===== src/logic/mips_defs.svh =====
`ifndef MIPS_DEFS_SVH
`define MIPS_DEFS_SVH

////////////////////
// UART framing.
////////////////////
`define WIDTH_WORD               8       // Payload bits per frame.
`define CANT_BIT_STOP            2       // Stop bits per frame.
`define FREC_CLK_MHZ             50      // Default clock, MHz.
`define BAUD_RATE                9600    // Default line rate.

////////////////////
// Program memory.
////////////////////
`define LONG_INSTRUCCION         32
`define RAM_DEPTH_PROGRAMA       2048
`define ADDR_MEM_PROGRAMA_LENGTH 11
`define HALT_OPCODE              6'h3F   // Bits 31..26 of the last word.

// Host protocol bytes.
`define CMD_LOAD                 8'h01
`define CMD_DUMP                 8'h02
`define RSP_ERROR                8'hEE

`endif


===== src/logic/uart_pkg.sv =====
`include "mips_defs.svh"

package uart_pkg;

    typedef logic [`WIDTH_WORD-1:0] byte_t;   // One UART payload.

    // Receiver frame position.
    typedef enum logic [1:0] {
        RX_IDLE,
        RX_START,
        RX_DATA,
        RX_STOP
    } rx_state_t;

    // Transmitter frame position.
    typedef enum logic [1:0] {
        TX_IDLE,
        TX_START,
        TX_DATA,
        TX_STOP
    } tx_state_t;

endpackage


===== src/logic/uart_rx.sv =====
`timescale 1ns/100ps
`include "mips_defs.svh"

module uart_rx (
    input  logic            i_clock,
    input  logic            i_rst_n,
    input  logic            i_rate,       // 16x tick.
    input  logic            i_bit_rx,     // Line from host.
    output logic            o_rx_done,    // One-cycle byte strobe.
    output uart_pkg::byte_t o_data_out
);

    uart_pkg::rx_state_t state;
    logic [1:0] sync_r;                   // Metastability guard.
    logic [3:0] tick_cnt;
    logic [2:0] bit_cnt;                  // Data or stop bit index.
    logic       stop_ok;                  // Stop bits seen high so far.
    logic       rx_bit;

    assign rx_bit = sync_r[1];

    always_ff @(posedge i_clock or negedge i_rst_n) begin
        if (!i_rst_n) begin
            sync_r     <= 2'b11;          // Idle line is high.
            state      <= uart_pkg::RX_IDLE;
            tick_cnt   <= '0;
            bit_cnt    <= '0;
            stop_ok    <= 1'b1;
            o_rx_done  <= 1'b0;
            o_data_out <= '0;
        end else begin
            sync_r    <= {sync_r[0], i_bit_rx};
            o_rx_done <= 1'b0;
            case (state)
                uart_pkg::RX_IDLE: begin
                    if (!rx_bit) begin    // Falling edge.
                        tick_cnt <= '0;
                        state    <= uart_pkg::RX_START;
                    end
                end
                uart_pkg::RX_START: if (i_rate) begin
                    tick_cnt <= tick_cnt + 1'b1;
                    if (tick_cnt == 4'd7) begin
                        tick_cnt <= '0;
                        bit_cnt  <= '0;
                        // Line back high at mid-bit is a glitch.
                        state    <= rx_bit ? uart_pkg::RX_IDLE : uart_pkg::RX_DATA;
                    end
                end
                uart_pkg::RX_DATA: if (i_rate) begin
                    tick_cnt <= tick_cnt + 1'b1;  // Wraps every bit.
                    if (tick_cnt == 4'd15) begin
                        o_data_out <= {rx_bit, o_data_out[`WIDTH_WORD-1:1]};  // LSB first.
                        bit_cnt    <= bit_cnt + 1'b1;
                        if (bit_cnt == 3'(`WIDTH_WORD - 1)) begin
                            bit_cnt <= '0;
                            stop_ok <= 1'b1;
                            state   <= uart_pkg::RX_STOP;
                        end
                    end
                end
                uart_pkg::RX_STOP: if (i_rate) begin
                    tick_cnt <= tick_cnt + 1'b1;
                    if (tick_cnt == 4'd15) begin
                        bit_cnt <= bit_cnt + 1'b1;
                        stop_ok <= stop_ok & rx_bit;
                        if (bit_cnt == 3'(`CANT_BIT_STOP - 1)) begin
                            o_rx_done <= stop_ok & rx_bit;   // Bad framing drops it.
                            state     <= uart_pkg::RX_IDLE;
                        end
                    end
                end
                default: state <= uart_pkg::RX_IDLE;
            endcase
        end
    end

    // A byte strobe is a single cycle.
    a_done_pulse : assert property (@(posedge i_clock) disable iff (!i_rst_n)
        o_rx_done |=> !o_rx_done);

endmodule


===== config.mk =====
export PLATFORM = sky130hd
export DESIGN_NAME = uart_rx
export DESIGN_NICKNAME = d
export VERILOG_FILES = /design/src/logic/uart_pkg.sv /design/src/logic/uart_rx.sv
export VERILOG_INCLUDE_DIRS = /design/src /design/src/logic
export SDC_FILE = /design/constraint.sdc
export NUM_CORES = 1
export LEC_CHECK = 0
export ABC_AREA = 1
export BUFFER_PORTS_ARGS = -buffer_cell sky130_fd_sc_hd__buf_2
export CORE_MARGIN = 2
export CORE_UTILIZATION = 40
export DETAILED_ROUTE_END_ITERATION = 10
export GPL_TIMING_DRIVEN = 0
export MAX_ROUTING_LAYER = met4
export PLACE_DENSITY = 0.68
export RECOVER_POWER = 100
export SKIP_LAST_GASP = 1
export SYNTH_ARGS = -nofsm -noshare
export SYNTH_HDL_FRONTEND = slang
export SYNTH_SLANG_ARGS = --single-unit

===== constraint.sdc =====
create_clock -name i_clock -period 1.5 [get_ports i_clock]
set_clock_uncertainty 0.1 [all_clocks]
set_input_delay 0.225 -clock i_clock [delete_from_list [all_inputs] [get_ports i_clock]]
set_output_delay 0.225 -clock i_clock [all_outputs]
set_load 0.01 [all_outputs]

==> results.json, run 1 <==
{
  "final_util_pct": 54.9,
  "tightest_slew_ns": 0.509,
  "hold_viol_final": 0,
  "p_leak_nw": 0.660,
  "p_per_area_nw_per_um2": 1260,
  "viasPerCell": 4.91,
  "critical_path_required_ns": 1.64,
  "dp_hpwl_mm": 1.34,
  "grt-ovfl-total": 0,
  "cts_tree": "built",
  "yosysSeqAreaShare_pct": 50.5,
  "synth_cell_types": 25,
  "post-place-ws_ns": -0.0773,
  "grt_pass1_wl_mm": 3.51,
  "antenna_found_initial": 0,
  "path_clk_slew_ns": 0.11,
  "dp.cells": 160,
  "drive_above_1_share_pct": 32.2,
  "area_delta_synth_final_pct": 29.7,
  "critPathCaptureType": "register",
  "critical_path_arrival_ns": 1.70,
  "hp-class": "in2reg",
  "dieArea_um2": 3050,
  "gp_congestion": 0.757,
  "synth_area_um2": 1050,
  "cts_buffer_depth": 2,
  "core-area_um2": 2480,
  "die_x_um": 55.2,
  "die_y_um": 55.2,
  "final.setup.worst_slack_ns": -0.0612,
  "grt_pass1_vias": 811,
  "vias": 864,
  "status": "complete, but fails checks",
  "cts-buffers-inserted": 3,
  "numPortBuffers": 12,
  "syn_inst": 118,
  "htree_levels": 1,
  "start_util_pct": 42.3,
  "rsz0062_at_grt": "yes",
  "fmax_ghz": 0.641,
  "ant_nets": 0,
  "insertion_delay_ns": 0.29,
  "io_pins": 13,
  "yosys_register_bits": 21,
  "grtUsageTotal_pct": 14.4,
  "crit_type": "reg2reg",
  "fin_crit_sh_pct": 104,
  "setup_viol": 1,
  "rows": 18,
  "cts-root-buf": "clkbuf_4",
  "ir_drop_mv": 0.754,
  "startpoint_type": "register",
  "antenna_cells": 0,
  "maxCapViolCount": 0,
  "relSlewSlack_pct": 66.0,
  "drt_pass1_iterations": 4,
  "setup_tns_ns": -0.0612,
  "final_cells": 176,
  "routed_wl_mm": 2.00,
  "finalPower_mw": 1.72,
  "clock_sinks": 21,
  "grt_max_degree": 22,
  "worstPathMaxFanout": 2,
  "final_max_slew_viol_count": 0,
  "drt_iter0_markers": 13,
  "min_period_ns": 1.56,
  "yosysWarnings": 0,
  "violations": "negative setup slack",
  "syn-num-nets": 127,
  "nets": 156,
  "drc": 0,
  "avgSynthCellArea_um2": 8.89,
  "fill_cells": 222,
  "wl_per_cell_um": 11.3
}
==> stage by stage <==
stage / area (um2) / hold WS (ns)
2_1_floorplan: 1050 / -0.171
3_3_place_gp: 1150 / 0.0997
3_5_place_dp: 1150 / 0.103
4_1_cts: 1240 / 0.184
5_1_grt: 1360 / 0.160
6_report: 1360 / 0.166
==> state kept, by name, summed over array words and instances (netlist names), named ones only <==
name and count:
bit_cnt 3, o_data_out 8, o_rx_done 1, state 1
stop_ok 1, sync_r 2, tick_cnt 4
==> worst max-delay path, stage by stage (launching register included) <==
cell and delay (ns):
dfrtp_1 0.41, ha_2 0.21, ha_4 0.16, nand3b_1 0.22
buf_4 0.18, a21oi_1 0.17, nor2_1 0.06
==> layer usage <==
metal / vias to the layer above / global-route usage (%) / share of wire (%)
li1: 440 / - / -
met1: 406 / 18.6 / 45
met4: 0 / 5.23 / 0.50
met5: - / - / 0
met2: 16 / 23.0 / 51
met3: 2 / 2.11 / 3.3
==> power breakdown <==
| group | switching, mW | internal, mW | total, mW | leakage, nW |
|---|---|---|---|---|
| clock | 0.157 | 0.103 | 0.261 | 0.0150 |
| combinational | 0.435 | 0.288 | 0.723 | 0.384 |
| sequential | 0.0833 | 0.652 | 0.736 | 0.261 |
==> path summary, 6_finish.rpt <==
check | from | to | slack [ns] | cells past startpoint
max in group asynchronous | i_rst_n | state[0]$_DFFE_PN0P_ | 0.61 | 2
min in group asynchronous | i_rst_n | tick_cnt[2]$_DFFE_PN0P_ | 0.31 | 2
worst max-delay path | bit_cnt[1]$_DFFE_PN0P_ | stop_ok$_DFFE_PN1P_ | -0.06 | 6
worst min-delay path | i_rate | o_rx_done$_DFF_PN0_ | 0.17 | 3
worst max register to register | bit_cnt[1]$_DFFE_PN0P_ | stop_ok$_DFFE_PN1P_ | -0.06 | 6
worst min register to register | sync_r[0]$_DFF_PN1_ | sync_r[1]$_DFF_PN1_ | 0.27 | 0
==> repair_timing <==
action	in CTS	in global routing
gates resized for setup	3	20
setup buffers	4	5
hold buffers	2	0
pin swaps	2	12
setup endpoints to repair	11	14
cloned	0	1
endpoints found under the hold margin	19	0
==> cell families (layout without fill, tap and decap cells) <==
| group | after synthesis | after routing | share of synthesized area (%) |
|---|---|---|---|
| AO/OA/AOI/OAI | 17 | 17 | 10.7 |
| buffers and inverters | 17 | 45 | 7.16 |
| XOR/XNOR | 1 | 1 | 0.835 |
| flip-flops | 21 | 21 | 50.5 |
| adder cells (fa/ha/maj) | 5 | 5 | 5.97 |
| AND/OR/NAND/NOR | 57 | 57 | 24.8 |
==> Yosys cell counts <==
library cell,instances,share of area [%]
a21oi_2,3,2.5
buf_2,1,0.48
nor4_1,1,0.60
buf_6,1,1.1
nor2_2,1,0.60
inv_2,2,0.72
nand4_2,1,1.2
nor2_4,1,1.1
o22ai_1,1,0.60
o21ai_2,4,3.3
nor2_1,9,3.2
xor2_1,1,0.84
ha_1,5,6.0
nand4_1,1,0.60
dfstp_2,3,7.5
a21oi_1,3,1.4
nand3_1,9,4.3
o21ai_1,2,0.95
inv_1,12,4.3
nand3b_1,1,0.72
o21ai_0,4,1.9
nand2_1,32,11
dfrtp_1,18,43
inv_4,1,0.60
nand2_4,1,1.1
==> cell type report <==
| class | instances | area (um2) | share of cell area (%) |
|---|---|---|---|
| plain buffers | 2 | 20.0 | 1.47 |
| clock buffers | 4 | 26.3 | 1.93 |
| inverters | 15 | 61.3 | 4.51 |
| multi-input cells | 80 | 523 | 38.5 |
| flip-flops and latches | 21 | 531 | 39.0 |
| well taps | 30 | 37.5 | 2.76 |
| repair buffers | 24 | 161 | 11.9 |
==> layout by cell type, fill, tap and decap left out, types with 3 or more instances in the layout <==
cell type	n
a21oi_1	3
a21oi_2	3
buf_2	3
buf_4	9
clkbuf_1	10
clkbuf_4	3
dfrtp_1	17
dfstp_2	3
inv_1	12
nand2_1	28
nand2_2	4
nand3_1	5
nand3_2	3
nor2_1	9
o21ai_1	5
o21ai_2	4
Power figures use the tool's default switching activity.
==> run 2, diff against run 1 <==
--- a/config.mk
+++ b/config.mk
@@ -8,12 +8,14 @@
 export LEC_CHECK = 0
 export ABC_AREA = 1
 export BUFFER_PORTS_ARGS = -buffer_cell sky130_fd_sc_hd__buf_2
-export CORE_MARGIN = 2
-export CORE_UTILIZATION = 40
+export CELL_PAD_IN_SITES_DETAIL_PLACEMENT = 2
+export CELL_PAD_IN_SITES_GLOBAL_PLACEMENT = 2
+export CORE_ASPECT_RATIO = 0.8
+export CORE_UTILIZATION = 30
 export DETAILED_ROUTE_END_ITERATION = 10
 export GPL_TIMING_DRIVEN = 0
 export MAX_ROUTING_LAYER = met4
-export PLACE_DENSITY = 0.68
+export PLACE_DENSITY = 0.79
 export RECOVER_POWER = 100
 export SKIP_LAST_GASP = 1
 export SYNTH_ARGS = -nofsm -noshare
==> run 2 against run 1 <==
Net effect:
- the run still ends with negative setup slack left
- sequential power up 2%
- utilization fell by 9.1 points
- largest power group is now combinational logic
- die area grew 23%
- critical path type unchanged
- clock power increased by 47%
- final cell count rose by 7.4%
==> results.json, run 2 (synthesized netlist as in run 1, its figures left out) <==
{
  "grt_max_degree": 22,
  "largest_registers": "o_data_out x8, tick_cnt x4, bit_cnt x3",
  "tightest_slew_ns": 0.563,
  "grt.met2_usage_pct": 33.7,
  "maxCapViolCount": 0,
  "cts_buffer_depth": 2,
  "ir_drop_mv": 0.691,
  "area_delta_synth_final_pct": 39.6,
  "grt_pass1_wl_mm": 4.79,
  "fmax_ghz": 0.651,
  "grt-ovfl-total": 0,
  "hp-class": "reg2reg",
  "nets": 159,
  "top_register": "o_data_out",
  "dieArea_um2": 3740,
  "crit_type": "reg2reg",
  "dp_hpwl_mm": 2.09,
  "status": "complete, but fails checks",
  "layout_commonest_cell": "nand2_1",
  "p_per_area_nw_per_um2": 1360,
  "dp.cells": 170,
  "multi_input_area_um2": 556,
  "rsz0062_at_grt": "yes",
  "path_clk_slew_ns": 0.08,
  "vias": 923,
  "start_util_pct": 32.8,
  "drt_pass1_iterations": 2,
  "critical_path_arrival_ns": 1.63,
  "setup_tns_ns": -0.128,
  "gp_congestion": 0.724,
  "crit_path_max_incr_delay_ns": 0.40,
  "viasPerCell": 4.88,
  "core-area_um2": 3200,
  "critPathCaptureType": "register",
  "grt_busiest_layer": "met2",
  "ant_nets": 0,
  "antenna_cells": 0,
  "cts-buffers-inserted": 3,
  "die_y_um": 54.9,
  "fill_cells": 354,
  "drc": 0,
  "final_max_slew_viol_count": 0,
  "relSlewSlack_pct": 62.5,
  "numPortBuffers": 12,
  "grtUsageTotal_pct": 18.9,
  "final.setup.worst_slack_ns": -0.0351,
  "htree_levels": 1,
  "antenna_found_initial": 0,
  "largest_reg_flops": 8,
  "wl_per_cell_um": 17.4,
  "p_leak_nw": 0.693,
  "finalPower_mw": 1.99,
  "critical_path_required_ns": 1.60,
  "cts-root-buf": "clkbuf_8",
  "violations": "negative setup slack",
  "final_cells": 189,
  "die_x_um": 68.1,
  "clock_sinks": 21,
  "final_cell_mix": "24 x nand2_1, 18 x dfrtp_1, 12 x inv_1",
  "regArea_um2": 529,
  "fin_crit_sh_pct": 102,
  "cts_tree": "built",
  "finalHoldWorstSlack_ns": 0.261,
  "setup_viol": 8,
  "insertion_delay_ns": 0.26,
  "use_met1_pct": 21.9,
  "worstPathMaxFanout": 7,
  "drt_iter0_markers": 29,
  "startpoint_type": "register",
  "drive_above_1_share_pct": 36.2,
  "io_pins": 13,
  "min_period_ns": 1.54,
  "rows": 18,
  "gr-usage-met3_pct": 4.38,
  "routed_wl_mm": 3.29,
  "hold_viol_final": 0,
  "grt_pass1_vias": 957,
  "slowest_stage": "dfrtp_1",
  "path_cells": "ha_4, nand4_4, nor2_4, nand2_4, clkbuf_16, o21ai_2"
}
==> run 2: changes by cell type in the layout (fill, tap and decap cells not counted), sizes merged <==
| cell | change |
|---|---|
| buf | +3 |
==> run 2: final timing paths <==
path,startpoint,cells after the start,slack [ns],endpoint
setup / recovery,tick_cnt[1]$_DFFE_PN0P_,6,-0.04,o_data_out[7]$_DFFE_PN0P_
hold / removal,sync_r[0]$_DFF_PN1_,0,0.26,sync_r[1]$_DFF_PN1_
setup reg to reg,tick_cnt[1]$_DFFE_PN0P_,6,-0.04,o_data_out[7]$_DFFE_PN0P_
hold reg to reg,sync_r[0]$_DFF_PN1_,0,0.26,sync_r[1]$_DFF_PN1_
max in group asynchronous,i_rst_n,2,0.55,sync_r[0]$_DFF_PN1_
min in group asynchronous,i_rst_n,2,0.38,o_data_out[1]$_DFFE_PN0P_
==> run 2: power by group <==
| group | total [mW] | switching [mW] | internal, mW |
|---|---|---|---|
| clock network | 0.383 | 0.193 | 0.190 |
| registers | 0.751 | 0.101 | 0.650 |
| logic | 0.857 | 0.517 | 0.340 |
==> run 2: what timing repair did <==
| item | CTS | global route |
|---|---|---|
| gates cloned | 0 | 1 |
| endpoints found under the setup margin | 14 | 18 |
| hold buffers | 2 | 0 |
| resized for setup | 9 | 24 |
| pin swaps | 3 | 11 |
| setup buffers | 5 | 7 |
| endpoints found under the hold margin | 19 | 0 |
==> run 2: per-stage QoR <==
step	setup slack, ns	area, um2	util [%]
finish	-0.0351	1460	45.8
floorplan	0.0644	1050	-
CTS	-0.00827	1310	40.8
global route	-0.124	1460	45.8
detailed placement	-0.197	1160	36.2
global placement	-0.106	1160	36.2
==> run 2: area by class of cell <==
cell class / count / share of cell area [%]
Multi-Input combinational cell: 80 / 37.9
Timing Repair Buffer: 27 / 13.1
Buffer: 2 / 2.14
Inverter: 15 / 4.19
Sequential cell: 21 / 36.2
Tap cell: 40 / 3.42
Clock buffer: 4 / 3.08
==> run 2: worst max-delay path: cells and delay by family, from the launching register on <==
family	cells	cell delay, ns
buffers and inverters	1	0.19
flip-flops	1	0.40
AND/OR/NAND/NOR	3	0.47
adder cells (fa/ha/maj)	1	0.19
AO/OA/AOI/OAI	1	0.12
==> run 2: per-layer routing <==
| metal | part of all wire (%) | routed length, um | up-vias |
|---|---|---|---|
| met1 | 44 | 1460 | 468 |
| met4 | 0.55 | 18 | 0 |
| li1 | - | - | 441 |
| met2 | 53 | 1740 | 12 |
| met5 | 0 | 0 | - |
| met3 | 2.1 | 70 | 2 |
==> run 3, diff against run 2 <==
--- a/config.mk
+++ b/config.mk
@@ -8,14 +8,12 @@
 export LEC_CHECK = 0
 export ABC_AREA = 1
 export BUFFER_PORTS_ARGS = -buffer_cell sky130_fd_sc_hd__buf_2
-export CELL_PAD_IN_SITES_DETAIL_PLACEMENT = 2
-export CELL_PAD_IN_SITES_GLOBAL_PLACEMENT = 2
 export CORE_ASPECT_RATIO = 0.8
-export CORE_UTILIZATION = 30
+export CORE_UTILIZATION = 40
 export DETAILED_ROUTE_END_ITERATION = 10
 export GPL_TIMING_DRIVEN = 0
 export MAX_ROUTING_LAYER = met4
-export PLACE_DENSITY = 0.79
+export PLACE_DENSITY = 0.68
 export RECOVER_POWER = 100
 export SKIP_LAST_GASP = 1
 export SYNTH_ARGS = -nofsm -noshare
==> run 3 against run 2 <==
Net effect:
- the run now ends clean
- sequential power is 1% higher
- fmax is 3.4% higher
- non-clock buffer count is 3 lower
- flip-flop and latch count stayed put
- combinational power is 16% lower
==> results.json, run 3 (synthesized netlist as in run 1, its figures left out) <==
{
  "io_pins": 13,
  "antenna_found_initial": 0,
  "slowest_stage": "dfrtp_1",
  "p_seq_share_pct": 43.0,
  "grt-ovfl-total": 0,
  "layout_commonest_cell": "nand2_1",
  "largest_reg_flops": 8,
  "htree_levels": 1,
  "cts-buffers-inserted": 3,
  "drt_iter0_markers": 30,
  "critPathCaptureType": "register",
  "insertion_delay_ns": 0.31,
  "die_x_um": 59.2,
  "switching_share_pct": 41.0,
  "cp.depth": 7,
  "final_max_slew_viol_count": 0,
  "maxCapViolCount": 0,
  "fmax_ghz": 0.673,
  "p_leak_nw": 0.650,
  "final.setup.worst_slack_ns": 0.0152,
  "viasPerCell": 4.83,
  "p_per_area_nw_per_um2": 1320,
  "rsz0062_at_grt": "yes",
  "clkPwrFrac_pct": 16.0,
  "tightest_slew_ns": 0.515,
  "switching_power_uw": 724,
  "cts-root-buf": "clkbuf_4",
  "ir_drop_mv": 0.555,
  "hold_viol_final": 0,
  "crit_type": "reg2reg",
  "final_util_pct": 54.3,
  "core-area_um2": 2460,
  "dieArea_um2": 2830,
  "drt_pass1_iterations": 4,
  "p_comb_share_pct": 41.0,
  "grt_max_degree": 22,
  "cts_buffer_depth": 2,
  "vias": 879,
  "grt_pass1_vias": 787,
  "drive_above_1_share_pct": 32.9,
  "min_path_cells": 3,
  "path_cells": "ha_2, ha_4, nand3b_1, nand3_2, nor2_4, nand3_1, nand2_1",
  "startpoint": "bit_cnt[1]$_DFFE_PN0P_",
  "cts_tree": "built",
  "final_cells": 182,
  "numPortBuffers": 12,
  "die_y_um": 47.8,
  "rows": 16,
  "ant_nets": 0,
  "rr_worst_depth": 7,
  "relSlewSlack_pct": 65.7,
  "wl_per_cell_um": 12.0,
  "hp-class": "in2reg",
  "crit_path_max_incr_delay_ns": 0.41,
  "min_from": "i_rate",
  "grtUsageTotal_pct": 18.1,
  "grt_pass1_wl_mm": 3.46,
  "path_clk_slew_ns": 0.12,
  "fill_cells": 232,
  "critical_path_buf_inv_count": 0,
  "area_delta_synth_final_pct": 27.6,
  "start_util_pct": 42.6,
  "nets": 156,
  "r2r-start": "bit_cnt[1]$_DFFE_PN0P_",
  "status": "completed",
  "gp_congestion": 0.805,
  "startpoint_type": "register",
  "post-place-ws_ns": -0.0607,
  "routed_wl_mm": 2.19,
  "clock_sinks": 21,
  "critical_path_arrival_ns": 1.60,
  "fin_crit_sh_pct": 99.0,
  "largest_registers": "o_data_out x8, tick_cnt x4, bit_cnt x3",
  "final_cell_mix": "28 x nand2_1, 17 x dfrtp_1, 12 x inv_1",
  "crit_family": "simple AND/OR/NAND/NOR gates",
  "setup_viol": 0,
  "top_register": "o_data_out",
  "antenna_cells": 0,
  "critical_path_required_ns": 1.62,
  "min_period_ns": 1.48,
  "dp.cells": 166,
  "drc": 0,
  "dp_hpwl_mm": 1.36,
  "internal_power_mw": 1.04,
  "worstPathMaxFanout": 3
}
## run 3: final cells by class
class | count | area, um2 | share of cell area, %
timing repair buffer | 25 | 149 | 11.1
buffer | 1 | 11.3 | 0.842
tap | 36 | 45.0 | 3.37
clock buffer | 3 | 22.5 | 1.68
inverter | 15 | 58.8 | 4.40
sequential | 21 | 531 | 39.7
multi-input combinational | 80 | 515 | 38.5
clock inverter | 1 | 5.00 | 0.374
## run 3: power groups by stage
stage / clock network, mW / logic, mW / registers, mW
final: 0.283 / 0.724 / 0.760
after global routing: 0.315 / 0.802 / 0.768
after CTS: 0.289 / 0.587 / 0.748
after detailed placement: 0 / 0.511 / 0.736
after global placement: 0 / 0.487 / 0.732
after floorplan: 0 / 0.407 / 0.720
## run 3: layer usage
metal / routed length [um] / track usage (%) / up-vias
met5: 0 / - / -
met4: 32 / 8.57 / 0
met3: 74 / 5.68 / 7
met2: 1090 / 30.1 / 19
met1: 994 / 20.3 / 419
li1: - / - / 434
## run 3: worst paths after layout
check / slack (ns) / to
worst max-delay path: 0.02 / register
worst min-delay path: 0.20 / tick_cnt[1]$_DFFE_PN0P_
worst max register to register: 0.02 / register
worst min register to register: 0.26 / sync_r[1]$_DFF_PN1_
max in group asynchronous: 0.63 / asynchronous set/reset pin
min in group asynchronous: 0.30 / tick_cnt[2]$_DFFE_PN0P_
## run 3: stage by stage
step                instance area [um2]  hold slack, ns  total power [mW]  setup TNS (ns)
finish                             1340           0.202              1.77               0
CTS                                1250           0.140              1.62         -0.0181
global placement                   1150           0.102              1.22          -0.185
global route                       1340           0.199              1.89          -0.237
detailed placement                 1150           0.112              1.25          -0.292
floorplan                          1050          -0.171              1.13               0
## run 3: repair_timing
action / in CTS / in global routing
endpoints found under the setup margin: 10 / 14
cloned: 0 / 0
pin swaps: 3 / 11
hold endpoints to repair: 19 / 0
buffers inserted: 4 / 7
resized for setup: 5 / 14
hold buffers: 2 / 0
## run 3: worst min-delay path: stages
cell     delay (ns)
buf_2          0.13
nand3_1        0.15
o21ai_1        0.07
